<file path="src/hdl/sd_dat_pkg.sv">
// -------------------------------------
// SD DAT receive path definitions
// Widths, vector types, control structs
// and the state encodings of the path
// -------------------------------------

package sd_dat_pkg;

  localparam int NUM_LANES  = 4;
  localparam int CRC_W      = 16;
  localparam int BLK_SIZE_W = 10;
  localparam int WORD_W     = 32;

  // CRC16 x^16 + x^12 + x^5 + 1
  localparam logic [CRC_W-1:0] CRC_POLY = 16'h1021;

  typedef logic [WORD_W-1:0]     data_word_t;
  typedef logic [NUM_LANES-1:0]  nibble_t;
  typedef logic [BLK_SIZE_W-1:0] blk_size_t;
  typedef logic [15:0]           blk_cnt_t;
  typedef logic [15:0]           tmo_t;

  // Per tick control shared by all lane CRC units
  typedef struct packed {
    logic clear;
    logic data_en;
    logic crc_en;
  } lane_ctrl_t;

  typedef struct packed {
    logic crc_err;
    logic end_bit_err;
    logic timeout;
  } dat_status_t;

  typedef enum logic [2:0] {IDLE, HUNT, DATA, CRC, END} deser_phase_e;

  typedef enum logic [1:0] {READY, RECEIVING, BLOCK_DONE, FINISH} xfer_state_e;

endpackage

</file>
<file path="src/hdl/sd_dat_block_ctrl.sv">
// -------------------------------------
// SD DAT read transfer controller
// Counts blocks, collects errors, ends
// the transfer and reports its status
// -------------------------------------
`timescale 1ns/10ps

module sd_dat_block_ctrl (
  input  logic                             clk_i,
  input  logic                             reset_i,
  input  logic                             start_i,
  input  sd_dat_pkg::blk_cnt_t             block_count_i,
  input  logic                             block_end_i,
  input  logic                             end_bit_err_i,
  input  logic [sd_dat_pkg::NUM_LANES-1:0] lane_crc_err_i,
  input  logic                             timeout_i,
  output logic                             arm_o,
  output logic                             xfer_active_o,
  output logic                             block_done_o,
  output sd_dat_pkg::dat_status_t          status_o,
  output logic                             status_valid_o
);
  import sd_dat_pkg::*;

  xfer_state_e state_q;
  xfer_state_e state_d;
  blk_cnt_t    remaining_q;
  dat_status_t status_q;
  logic        arm_q;
  logic        block_done_q;
  logic        block_err;

  // Errors of the block just received
  assign block_err = status_q.crc_err || status_q.end_bit_err;

  always_comb begin
    state_d = state_q;
    unique case (state_q)
      READY: begin
        if (start_i) state_d = RECEIVING;
      end
      RECEIVING: begin
        if (timeout_i) begin
          state_d = FINISH;
        end else if (block_end_i) begin
          state_d = BLOCK_DONE;
        end
      end
      BLOCK_DONE: begin
        if (block_err || (remaining_q == '0)) begin
          state_d = FINISH;
        end else begin
          state_d = RECEIVING;
        end
      end
      FINISH: begin
        state_d = READY;
      end
      default: begin
        state_d = READY;
      end
    endcase
  end

  always_ff @(posedge clk_i) begin
    if (reset_i) begin
      state_q      <= READY;
      remaining_q  <= '0;
      status_q     <= '0;
      arm_q        <= 1'b0;
      block_done_q <= 1'b0;
    end else begin
      state_q      <= state_d;
      block_done_q <= block_end_i;
      // New block begins on every entry to RECEIVING
      arm_q        <= (state_d == RECEIVING) && (state_q != RECEIVING);
      case (state_q)
        READY: begin
          if (start_i) begin
            remaining_q <= block_count_i;
            status_q    <= '0;
          end
        end
        RECEIVING: begin
          if (timeout_i) begin
            status_q.timeout <= 1'b1;
          end else if (block_end_i) begin
            remaining_q          <= remaining_q - 1'b1;
            status_q.crc_err     <= |lane_crc_err_i;
            status_q.end_bit_err <= end_bit_err_i;
          end
        end
        default: ;
      endcase
    end
  end

  assign arm_o          = arm_q;
  assign block_done_o   = block_done_q;
  assign xfer_active_o  = (state_q != READY);
  assign status_o       = status_q;
  assign status_valid_o = (state_q == FINISH);

endmodule

</file>
<file path="src/hdl/sd_dat_deser.sv">
// -------------------------------------
// SD DAT receive deserializer
// Finds the start bit, walks the data,
// CRC and end phases, packs 32-bit words
// -------------------------------------
`timescale 1ns/10ps

module sd_dat_deser (
  input  logic                   clk_i,
  input  logic                   reset_i,
  input  logic                   sd_clk_en_i,
  input  sd_dat_pkg::nibble_t    dat_i,
  input  logic                   arm_i,
  input  logic                   abort_i,
  input  sd_dat_pkg::blk_size_t  block_size_i,
  output logic                   hunting_o,
  output sd_dat_pkg::lane_ctrl_t lane_ctrl_o,
  output sd_dat_pkg::nibble_t    lane_bits_o,
  output sd_dat_pkg::data_word_t word_o,
  output logic                   word_valid_o,
  output logic                   block_end_o,
  output logic                   end_bit_err_o
);
  import sd_dat_pkg::*;

  deser_phase_e               phase_q;
  deser_phase_e               phase_d;
  logic [BLK_SIZE_W:0]        nib_cnt_q;
  logic [BLK_SIZE_W:0]        nib_last;
  logic [$clog2(CRC_W)-1:0]   crc_cnt_q;
  data_word_t                 word_q;
  logic                       word_valid_q;
  logic                       block_end_q;
  logic                       end_bit_err_q;

  // Two nibbles per byte
  assign nib_last = {block_size_i, 1'b0} - (BLK_SIZE_W+1)'(1);

  always_comb begin
    phase_d = phase_q;
    unique case (phase_q)
      IDLE: begin
        if (arm_i) phase_d = HUNT;
      end
      HUNT: begin
        if (sd_clk_en_i && (dat_i == '0)) phase_d = DATA;
      end
      DATA: begin
        if (sd_clk_en_i && (nib_cnt_q == nib_last)) phase_d = CRC;
      end
      CRC: begin
        if (sd_clk_en_i && (crc_cnt_q == '1)) phase_d = END;
      end
      END: begin
        if (sd_clk_en_i) phase_d = IDLE;
      end
      default: begin
        phase_d = IDLE;
      end
    endcase
    if (abort_i) begin
      phase_d = IDLE;
    end
  end

  always_ff @(posedge clk_i) begin
    if (reset_i) begin
      phase_q       <= IDLE;
      nib_cnt_q     <= '0;
      crc_cnt_q     <= '0;
      word_valid_q  <= 1'b0;
      block_end_q   <= 1'b0;
      end_bit_err_q <= 1'b0;
    end else begin
      phase_q      <= phase_d;
      word_valid_q <= 1'b0;
      block_end_q  <= 1'b0;
      if (phase_q == HUNT) begin
        nib_cnt_q <= '0;
        crc_cnt_q <= '0;
      end else if (sd_clk_en_i && !abort_i) begin
        case (phase_q)
          DATA: begin
            nib_cnt_q    <= nib_cnt_q + 1'b1;
            // Eighth nibble completes a word
            word_valid_q <= (nib_cnt_q[2:0] == 3'b111);
          end
          CRC: begin
            crc_cnt_q <= crc_cnt_q + 1'b1;
          end
          END: begin
            block_end_q   <= 1'b1;
            end_bit_err_q <= (dat_i != '1);
          end
          default: ;
        endcase
      end
    end
  end

  // First nibble ends up in the top bits
  always_ff @(posedge clk_i) begin
    if (sd_clk_en_i && (phase_q == DATA)) begin
      word_q <= {word_q[WORD_W-NUM_LANES-1:0], dat_i};
    end
  end

  always_comb begin
    lane_ctrl_o.clear   = (phase_q == HUNT);
    lane_ctrl_o.data_en = (phase_q == DATA);
    lane_ctrl_o.crc_en  = (phase_q == CRC);
  end

  assign hunting_o     = (phase_q == HUNT);
  assign lane_bits_o   = dat_i;
  assign word_o        = word_q;
  assign word_valid_o  = word_valid_q;
  assign block_end_o   = block_end_q;
  assign end_bit_err_o = end_bit_err_q;

endmodule

</file>
<file path="src/hdl/sd_dat_lane_crc.sv">
// -------------------------------------
// SD DAT lane CRC16 checker
// Serial CRC over one DAT line, then a
// bitwise compare with the received CRC
// -------------------------------------
`timescale 1ns/10ps

module sd_dat_lane_crc (
  input  logic                   clk_i,
  input  logic                   reset_i,
  input  logic                   sd_clk_en_i,
  input  sd_dat_pkg::lane_ctrl_t ctrl_i,
  input  logic                   bit_i,
  output logic                   crc_err_o
);
  import sd_dat_pkg::*;

  logic [CRC_W-1:0] crc_q;
  logic [CRC_W-1:0] crc_shift;
  logic             feedback;
  logic             data_tick;
  logic             crc_tick;
  logic             err_q;

  assign data_tick = sd_clk_en_i && ctrl_i.data_en;
  assign crc_tick  = sd_clk_en_i && ctrl_i.crc_en;

  assign feedback  = crc_q[CRC_W-1] ^ bit_i;
  assign crc_shift = {crc_q[CRC_W-2:0], 1'b0};

  always_ff @(posedge clk_i) begin
    if (ctrl_i.clear) begin
      crc_q <= '0;
    end else if (data_tick) begin
      crc_q <= feedback ? (crc_shift ^ CRC_POLY) : crc_shift;
    end else if (crc_tick) begin
      // Expected CRC leaves MSB first
      crc_q <= crc_shift;
    end
  end

  // Sticky until the next block clears it
  always_ff @(posedge clk_i) begin
    if (reset_i || ctrl_i.clear) begin
      err_q <= 1'b0;
    end else if (crc_tick && (bit_i != crc_q[CRC_W-1])) begin
      err_q <= 1'b1;
    end
  end

  assign crc_err_o = err_q;

endmodule

</file>
<file path="src/hdl/sd_dat_rx_top.sv">
// -------------------------------------
// SD DAT 4-bit receive subsystem
// Deserializer, per lane CRC checks,
// start bit timeout and block control
// -------------------------------------
`timescale 1ns/10ps

module sd_dat_rx_top (
  input  logic                    clk_i,
  input  logic                    reset_i,
  input  logic                    sd_clk_en_i,
  input  sd_dat_pkg::nibble_t     dat_i,
  input  logic                    start_i,
  input  sd_dat_pkg::blk_size_t   block_size_i,
  input  sd_dat_pkg::blk_cnt_t    block_count_i,
  input  sd_dat_pkg::tmo_t        timeout_i,
  output sd_dat_pkg::data_word_t  word_o,
  output logic                    word_valid_o,
  output logic                    block_done_o,
  output logic                    xfer_active_o,
  output sd_dat_pkg::dat_status_t status_o,
  output logic                    status_valid_o
);
  import sd_dat_pkg::*;

  lane_ctrl_t           lane_ctrl;
  nibble_t              lane_bits;
  logic [NUM_LANES-1:0] lane_crc_err;
  logic                 arm;
  logic                 hunting;
  logic                 timeout;
  logic                 block_end;
  logic                 end_bit_err;

  sd_dat_deser u_deser (
    .clk_i,
    .reset_i,
    .sd_clk_en_i,
    .dat_i,
    .arm_i         (arm),
    .abort_i       (timeout),
    .block_size_i,
    .hunting_o     (hunting),
    .lane_ctrl_o   (lane_ctrl),
    .lane_bits_o   (lane_bits),
    .word_o,
    .word_valid_o,
    .block_end_o   (block_end),
    .end_bit_err_o (end_bit_err)
  );

  // One CRC16 per DAT line
  for (genvar k = 0; k < NUM_LANES; k++) begin : g_lane
    sd_dat_lane_crc u_lane_crc (
      .clk_i,
      .reset_i,
      .sd_clk_en_i,
      .ctrl_i    (lane_ctrl),
      .bit_i     (lane_bits[k]),
      .crc_err_o (lane_crc_err[k])
    );
  end

  sd_dat_timeout u_timeout (
    .clk_i,
    .reset_i,
    .sd_clk_en_i,
    .run_i     (hunting),
    .limit_i   (timeout_i),
    .timeout_o (timeout)
  );

  sd_dat_block_ctrl u_block_ctrl (
    .clk_i,
    .reset_i,
    .start_i,
    .block_count_i,
    .block_end_i    (block_end),
    .end_bit_err_i  (end_bit_err),
    .lane_crc_err_i (lane_crc_err),
    .timeout_i      (timeout),
    .arm_o          (arm),
    .xfer_active_o,
    .block_done_o,
    .status_o,
    .status_valid_o
  );

endmodule

</file>
<file path="src/hdl/sd_dat_timeout.sv">
// -------------------------------------
// SD DAT start bit timeout
// Counts card clock ticks during the
// start bit hunt and flags a timeout
// -------------------------------------
`timescale 1ns/10ps

module sd_dat_timeout (
  input  logic             clk_i,
  input  logic             reset_i,
  input  logic             sd_clk_en_i,
  input  logic             run_i,
  input  sd_dat_pkg::tmo_t limit_i,
  output logic             timeout_o
);
  import sd_dat_pkg::*;

  tmo_t cnt_q;
  logic fired_q;
  logic hit;

  // This tick brings the count up to the limit
  assign hit = run_i && sd_clk_en_i && !fired_q && ((cnt_q + tmo_t'(1)) == limit_i);

  always_ff @(posedge clk_i) begin
    if (reset_i || !run_i) begin
      cnt_q     <= '0;
      fired_q   <= 1'b0;
      timeout_o <= 1'b0;
    end else begin
      timeout_o <= hit;
      if (hit) begin
        fired_q <= 1'b1;
      end
      if (sd_clk_en_i) begin
        cnt_q <= cnt_q + tmo_t'(1);
      end
    end
  end

endmodule

</file>
<file path="config.mk">
export PLATFORM = sky130hd
export DESIGN_NAME = sd_dat_rx_top
export DESIGN_NICKNAME = d
export VERILOG_FILES = /design/src/hdl/sd_dat_pkg.sv /design/src/hdl/sd_dat_block_ctrl.sv /design/src/hdl/sd_dat_deser.sv /design/src/hdl/sd_dat_lane_crc.sv /design/src/hdl/sd_dat_rx_top.sv /design/src/hdl/sd_dat_timeout.sv
export SDC_FILE = /design/constraint.sdc
export NUM_CORES = 1
export LEC_CHECK = 0
export BUFFER_PORTS_ARGS = -buffer_cell sky130_fd_sc_hd__buf_4
export CORE_MARGIN = 3
export CORE_UTILIZATION = 30
export CTS_CLUSTER_SIZE = 10
export DETAILED_ROUTE_END_ITERATION = 7
export PLACE_DENSITY = 0.44
export SYNTH_ARGS = -nofsm -noshare
export SYNTH_HDL_FRONTEND = slang
export SYNTH_SLANG_ARGS = --single-unit
</file>
<file path="constraint.sdc">
create_clock -name clk_i -period 3.8 [get_ports clk_i]
set_input_delay 0.76 -clock clk_i [delete_from_list [all_inputs] [get_ports clk_i]]
set_output_delay 0.76 -clock clk_i [all_outputs]
set_load 0.1 [all_outputs]
</file>
## Word level (Yosys, flattened, before mapping)

Index checks and enable logic that the tools add are counted.

- Bits in registers: 162
- Bits of input ports: 50
- Output and inout bits: 39
- Word-level logic and storage cells: 140

- $add $sub $neg: 5
- Equal/unequal tests: 27
- Muxes and demuxes: 33
- Bitwise logic cells: 11
- Reductions and logical operators: 39

Operators with widths:

| cell | number |
|---|---|
| $mux W16 | 11 |
| $mux W13 | 4 |
| $pmux W16 S2 | 1 |
| $mux W3 | 6 |
| $add A16 B1 Y16 const B | 1 |
| $eq A16 B16 Y1 | 1 |
| $logic_not A16 Y1 | 1 |
| $ne A2 B2 Y1 const B | 8 |
| $sub A16 B1 Y16 const B | 1 |
| $pmux W3 S5 | 1 |
| $logic_and A1 B1 Y1 | 14 |
| $mux W2 | 6 |
| $not A3 Y3 | 4 |
| $add A11 B1 Y11 const B | 1 |
| $eq A11 B11 Y1 | 1 |
| $sub A11 B1 Y11 const B | 1 |
| $pmux W2 S4 | 1 |
| $reduce_or A4 Y1 | 2 |
| $eq A3 B2 Y1 const B | 2 |
| $eq A3 B3 Y1 const B | 2 |
| $pmux W3 S2 | 1 |
| $reduce_and A3 Y1 | 2 |
| $reduce_bool A2 Y1 | 3 |
| $reduce_and A5 Y1 | 1 |
| other kinds (20) | 39 |

## Depth between registers and ports, before layout

- Depth in word-level cells: 6
- Gate-level depth with buffers: 9
- Mapped depth without buffers: 8

## Cells and area by module

Synthesis repeated with hierarchy kept, for this count alone.

- Cells, all modules: 850
- Area total of the unflattened synthesis: 7598.5 um2

By module, submodules not included:

| module | times used | cells an instance | area an instance (um2) | sequential area each (um2) |
|---|---|---|---|---|
| sd_dat_lane_crc | 4 | 77 | 638.1 | 340.3 |
| sd_dat_deser | 1 | 209 | 2397.3 | 1381.3 |
| sd_dat_block_ctrl | 1 | 181 | 1383.8 | 460.4 |
| sd_dat_timeout | 1 | 152 | 1265.0 | 360.3 |

## Least setup slack after synthesis

No wires, ideal clock.

- Kind: input to register
- Start: input sd_clk_en_i
- End: register g_lane[0].u_lane_crc.crc_q[12]
- Setup time: 86 ps
- Arrival: 3387 ps
- Data required time: 3714 ps
- Setup slack: 328 ps
- Stages: 6
- Path buffers: 1
- Cell sequence: clkbuf_1 nand3b_1 nor2_1 nand2_1 xor2_1 a211oi_1

- Cells in the longest elaborated chain, start to end: 2
- Elaborated cells between the ends (all ways): 4
- Those cells by class: mux (1); reduce/logical (3)

RTL lines:

| element | RTL line | text |
|---|---|---|
| start: declaration | sd_dat_rx_top.sv:11 | `input logic sd_clk_en_i,` |
| $logic_and A1 B1 Y1 * | sd_dat_lane_crc.sv:25 | `assign data_tick = sd_clk_en_i && ctrl_i.data_en;` |
| net g_lane[0].u_lane_crc.data_tick | sd_dat_lane_crc.sv:21 | `logic data_tick;` |
| $mux W16 or $reduce_bool A2 Y1 (tied branches) | - |  |
| end signal: assignment | sd_dat_lane_crc.sv:35 | `crc_q <= feedback ? (crc_shift ^ CRC_POLY) : crc_shift;` |
| end signal: assignment | sd_dat_lane_crc.sv:38 | `crc_q <= crc_shift;` |
| end: declaration | sd_dat_lane_crc.sv:18 | `logic [CRC_W-1:0] crc_q;` |

Mark *: on every way through the listed nets, which the timed path passes. The rest lies on a longest branch.
A chain may end at the register's enable or synchronous reset.

## Worst setup path after layout

- Start: register u_timeout.cnt_q[0]
- End: register u_timeout.fired_q

- Cells in the longest elaborated chain, start to end: 3

RTL lines:

| element | RTL line | text |
|---|---|---|
| start: declaration | sd_dat_timeout.sv:18 | `tmo_t cnt_q;` |
| start signal: assignment | sd_dat_timeout.sv:36 | `cnt_q <= cnt_q + tmo_t'(1);` |
| $add A16 B1 Y16 | sd_dat_timeout.sv:23 | `assign hit = run_i && sd_clk_en_i && !fired_q && ((cnt_q + tmo_t'(1)) == limit_i);` |
| $eq A16 B16 Y1 | sd_dat_timeout.sv:23 |  |
| $logic_and A1 B1 Y1 | sd_dat_timeout.sv:23 |  |
| end signal: assignment | sd_dat_timeout.sv:28 | `fired_q <= 1'b0;` |
| end signal: assignment | sd_dat_timeout.sv:33 | `fired_q <= 1'b1;` |
| end: declaration | sd_dat_timeout.sv:19 | `logic fired_q;` |

Every way passes these cells.

==> reports/qor.yml <==
status:
  status: "complete, no violations"
sta:
  slew_violations: 0
  tightest_slew_ns: 0.937
  unrepaired_setup_endpoints_after_global_routing: "false"
  achievable-frequency_mhz: 420
  clock_skew_ns: 0.00950
  fin_crit_sh_pct: 62.7
  fin_ws_ns: 1.42
  max-slew-margin-rel_pct: 37.6
  fin_crit_ns: 2.38
  setup_violations: 0
  final_hold_viol_count: 0
  fin_tns_setup_ns: 0
critical_path:
  critical_path.reg2reg.endpoint: "u_timeout.fired_q"
  critical_path.max_fanout: 9
  arrival_ns: 2.74
  critical_path_class: "reg -> reg"
  cp_cell_sequence: "ha_1 > nand2b_1 > o211ai_1 > or3b_2 > a221o_1 > nor4b_2 > a21o_1"
  worst_r2r_startpoint: "u_timeout.cnt_q[0]"
  critPathLaunch: "u_timeout.cnt_q[0]"
  critical-path-top-delay-family: "simple AND/OR/NAND/NOR gates"
  worst-path-buf-inv: 0
  r2r_cells: 7
  worst_setup_path_end_kind: "flop"
  worst_ep_required_time_ns: 4.16
  cp_slowest_stage_delay_ns: 0.51
  crit_path_max_delay_cell_type: "sky130_fd_sc_hd__dfxtp_1"
  r2r_setup_slack_ns: 1.42
  crit_path_start_kind: "flop"
routing:
  drt_drc_violations_left: 0
  antenna_violating_nets_post_route: 0
  avgViaCountPerCell: 4.74
  detailroute.via_count: 5707
  final_wl_mm: 17.0
  detail_routed_net_length_per_standard_cell_um: 14.1
  drt-pass1-iter-count: 4
  first_iter_violations: 396
die:
  num_rows: 56
  design.die.area_um2: 25900
  pin_count: 89
  start_util_pct: 30.6
  fp.dieH_um: 161
  placeableCoreArea_um2: 23500
  chipWidth_um: 161
logic_synthesis:
  mappedNetlistArea_um2: 7210
  post_synthesis_cell_type_count: 64
  netlist.area_leader.share_pct: 36.1
  avg_cell_area_syn_um2: 8.87
  synth-seq-area-share_pct: 49.4
  ys_seq_elements: 162
  yosys.area.top_type: "sky130_fd_sc_hd__dfxtp_1"
  post_synth_main_area_contributors: "sky130_fd_sc_hd__dfxtp_1, sky130_fd_sc_hd__edfxtp_1, sky130_fd_sc_hd__nand2_1"
  synth_enable_flop_cells: 32
  ys_dominant_reg_cell: "sky130_fd_sc_hd__dfxtp_1"
  yosysWarningCount: 0
  synthCells: 813
  yosys.cell_count.top_type: "sky130_fd_sc_hd__nand2_1"
  asyncSetResetFlopFracSynth_pct: 0
  ys_top_cells_by_count: "sky130_fd_sc_hd__nand2_1, sky130_fd_sc_hd__dfxtp_1, sky130_fd_sc_hd__a21oi_1"
  post_synthesis_net_count: 869
clock_tree:
  htreeDepth: 4
  cts_root_buffer: "sky130_fd_sc_hd__clkbuf_16"
  number_of_buffers_created_by_cts: 17
  hold_buffers: 0
  tritoncts_sinks: 162
  cts_post_setup_buffers_inserted: 0
  clock_network_latency_to_the_later_pin_of_the_worst_skew_pair_ns: 0.42
  clk_transition_reported_paths_ns: 0.06
  post_cts_resize_count: 0
  clock_path_buffers: 2
  tritoncts: "built"
min_path:
  holdCritPathClass: "reg -> reg"
  worst_hold_path.num_cells: 0
  worst_hold_path.endpoint: "u_deser.word_o[23]"
  hp-start: "u_deser.word_o[19]"
cells_and_area:
  syn2layout_area_growth_pct: 20.3
  final_cell_area_um2: 8680
  num-fill-cells: 2445
  layout.nets: 929
  final_layout_size_suffix_gt1_share_pct: 15.8
  number_of_antenna_cells_inserted: 0
power_and_ir_drop:
  power_density_nw_per_um2: 510
  ir_drop_worst_vdd_mv: 0.232
  fin_total_pwr_mw: 4.43
  power.static_leakage_nw: 3.18
placed_design:
  detailedPlacementHpwl_mm: 11.4
  finalWeightedCongestion: 0.796
  buffer_ports.inserted: 88
  placed_area_um2: 8110
  dpl_worst_slack_ns: 1.22
grt:
  vias_in_the_first_global_route: 5275
  grt_pass1_wl_mm: 27.8
  antenna_found_initial: 0
  grt_start_max_net_pins: 73
  globalRouteOverflowTotal: 0
  track_usage_pct: 13.1
run:
  maxCapViolCount: 0
## final cells by class
type | count | area (µm²) | share of cell area [%]
timing repair buffer | 95 | 713 | 8.22
multi-input combinational | 588 | 3400 | 39.2
clock inverter | 9 | 81.3 | 0.937
sequential | 162 | 3560 | 41.1
inverter | 9 | 33.8 | 0.389
clock buffer | 23 | 490 | 5.65
tap | 319 | 399 | 4.60
## registers in the layout, indices dropped and copies added, names as in the netlist
name and count:
u_deser.end_bit_err_o 1, u_deser.phase_q 3, u_block_ctrl.status_o 3, u_block_ctrl.arm_o 1, u_block_ctrl.remaining_q 16, u_timeout.cnt_q 16, u_timeout.timeout_o 1, g_lane.u_lane_crc.crc_q 64
u_block_ctrl.state_q 2, u_deser.word_o 32, u_deser.block_end_o 1, u_timeout.fired_q 1, u_deser.word_valid_o 1, u_block_ctrl.block_done_o 1, u_deser.crc_cnt_q 4, u_deser.nib_cnt_q 11
g_lane.u_lane_crc.crc_err_o 4
## kinds of logic after synthesis
| kind of cell | after synthesis | synth area share [%] |
|---|---|---|
| DFF | 162 | 49.4 |
| muxes | 7 | 0.971 |
| xor gates and xnor gates | 70 | 8.50 |
| adders and majority gates | 6 | 1.04 |
| and+or+nand+nor | 339 | 22.8 |
| buffers and inverters | 63 | 3.69 |
| AOI/OAI and AO/OA | 166 | 13.6 |
## cell usage in the layout, fill, tap and decap left out, types with 7 or more instances in the layout
cell type                     n
sky130_fd_sc_hd__a211oi_1    12
sky130_fd_sc_hd__a21oi_1     81
sky130_fd_sc_hd__a22oi_1      7
sky130_fd_sc_hd__a31oi_1      8
sky130_fd_sc_hd__and3_1       9
sky130_fd_sc_hd__buf_4       95
sky130_fd_sc_hd__clkbuf_16   19
sky130_fd_sc_hd__dfxtp_1    130
sky130_fd_sc_hd__edfxtp_1    32
sky130_fd_sc_hd__inv_1        9
sky130_fd_sc_hd__mux2i_1      7
sky130_fd_sc_hd__nand2_1    155
sky130_fd_sc_hd__nand2b_1     7
sky130_fd_sc_hd__nand3_1     16
sky130_fd_sc_hd__nand4_1     16
sky130_fd_sc_hd__nor2_1      64
sky130_fd_sc_hd__nor3_1      16
sky130_fd_sc_hd__nor4_1       8
sky130_fd_sc_hd__o21ai_0     31
sky130_fd_sc_hd__xnor2_1     21
sky130_fd_sc_hd__xor2_1      49
## per-stage QoR
step / cells / utilization [%] / hold WS [ns]
2_1_floorplan: 813 / - / 0.428
3_3_place_gp: 1173 / 34.4 / 0.430
3_5_place_dp: 1173 / 34.4 / 0.433
4_1_cts: 1205 / 36.9 / 0.448
5_1_grt: 1205 / 36.9 / 0.459
6_report: 1205 / 36.9 / 0.447
## where the power goes
group / internal [mW] / total, mW / switching [mW]
combinational: 0.233 / 0.785 / 0.552
clock: 0.978 / 1.67 / 0.689
sequential: 1.88 / 1.97 / 0.0940
total: 3.09 / 4.43 / 1.34
## worst reg2reg max path, delay by kind of cell, from the launching register on
kind                       cells  cell delay (ns)
and+or+nand+nor                3             0.83
AOI/OAI and AO/OA              3             0.66
DFF                            1             0.51
adders and majority gates      1             0.32
## worst max path at each step
stage | slack [ns] | cells after the start | end
after global placement | 1.22 | 7 | u_deser.nib_cnt_q[9]
after floorplan | 0.33 | 6 | g_lane[0].u_lane_crc.crc_q[12]
after global routing | 1.25 | 6 | u_timeout.timeout_o
after detailed placement | 1.22 | 7 | u_deser.nib_cnt_q[7]
final | 1.42 | 7 | u_timeout.fired_q
after CTS | 1.40 | 7 | u_timeout.fired_q
## layer usage
layer  up-vias  track usage, %  part of all wire, %
met2        93            19.5                   43
met1      2656            18.9                   52
met5         -               0                    0
met4         0            3.64                 0.93
met3        13            3.18                  3.5
li1       2945               -                    -
No activity file was read; power rests on OpenSTA's default activity.
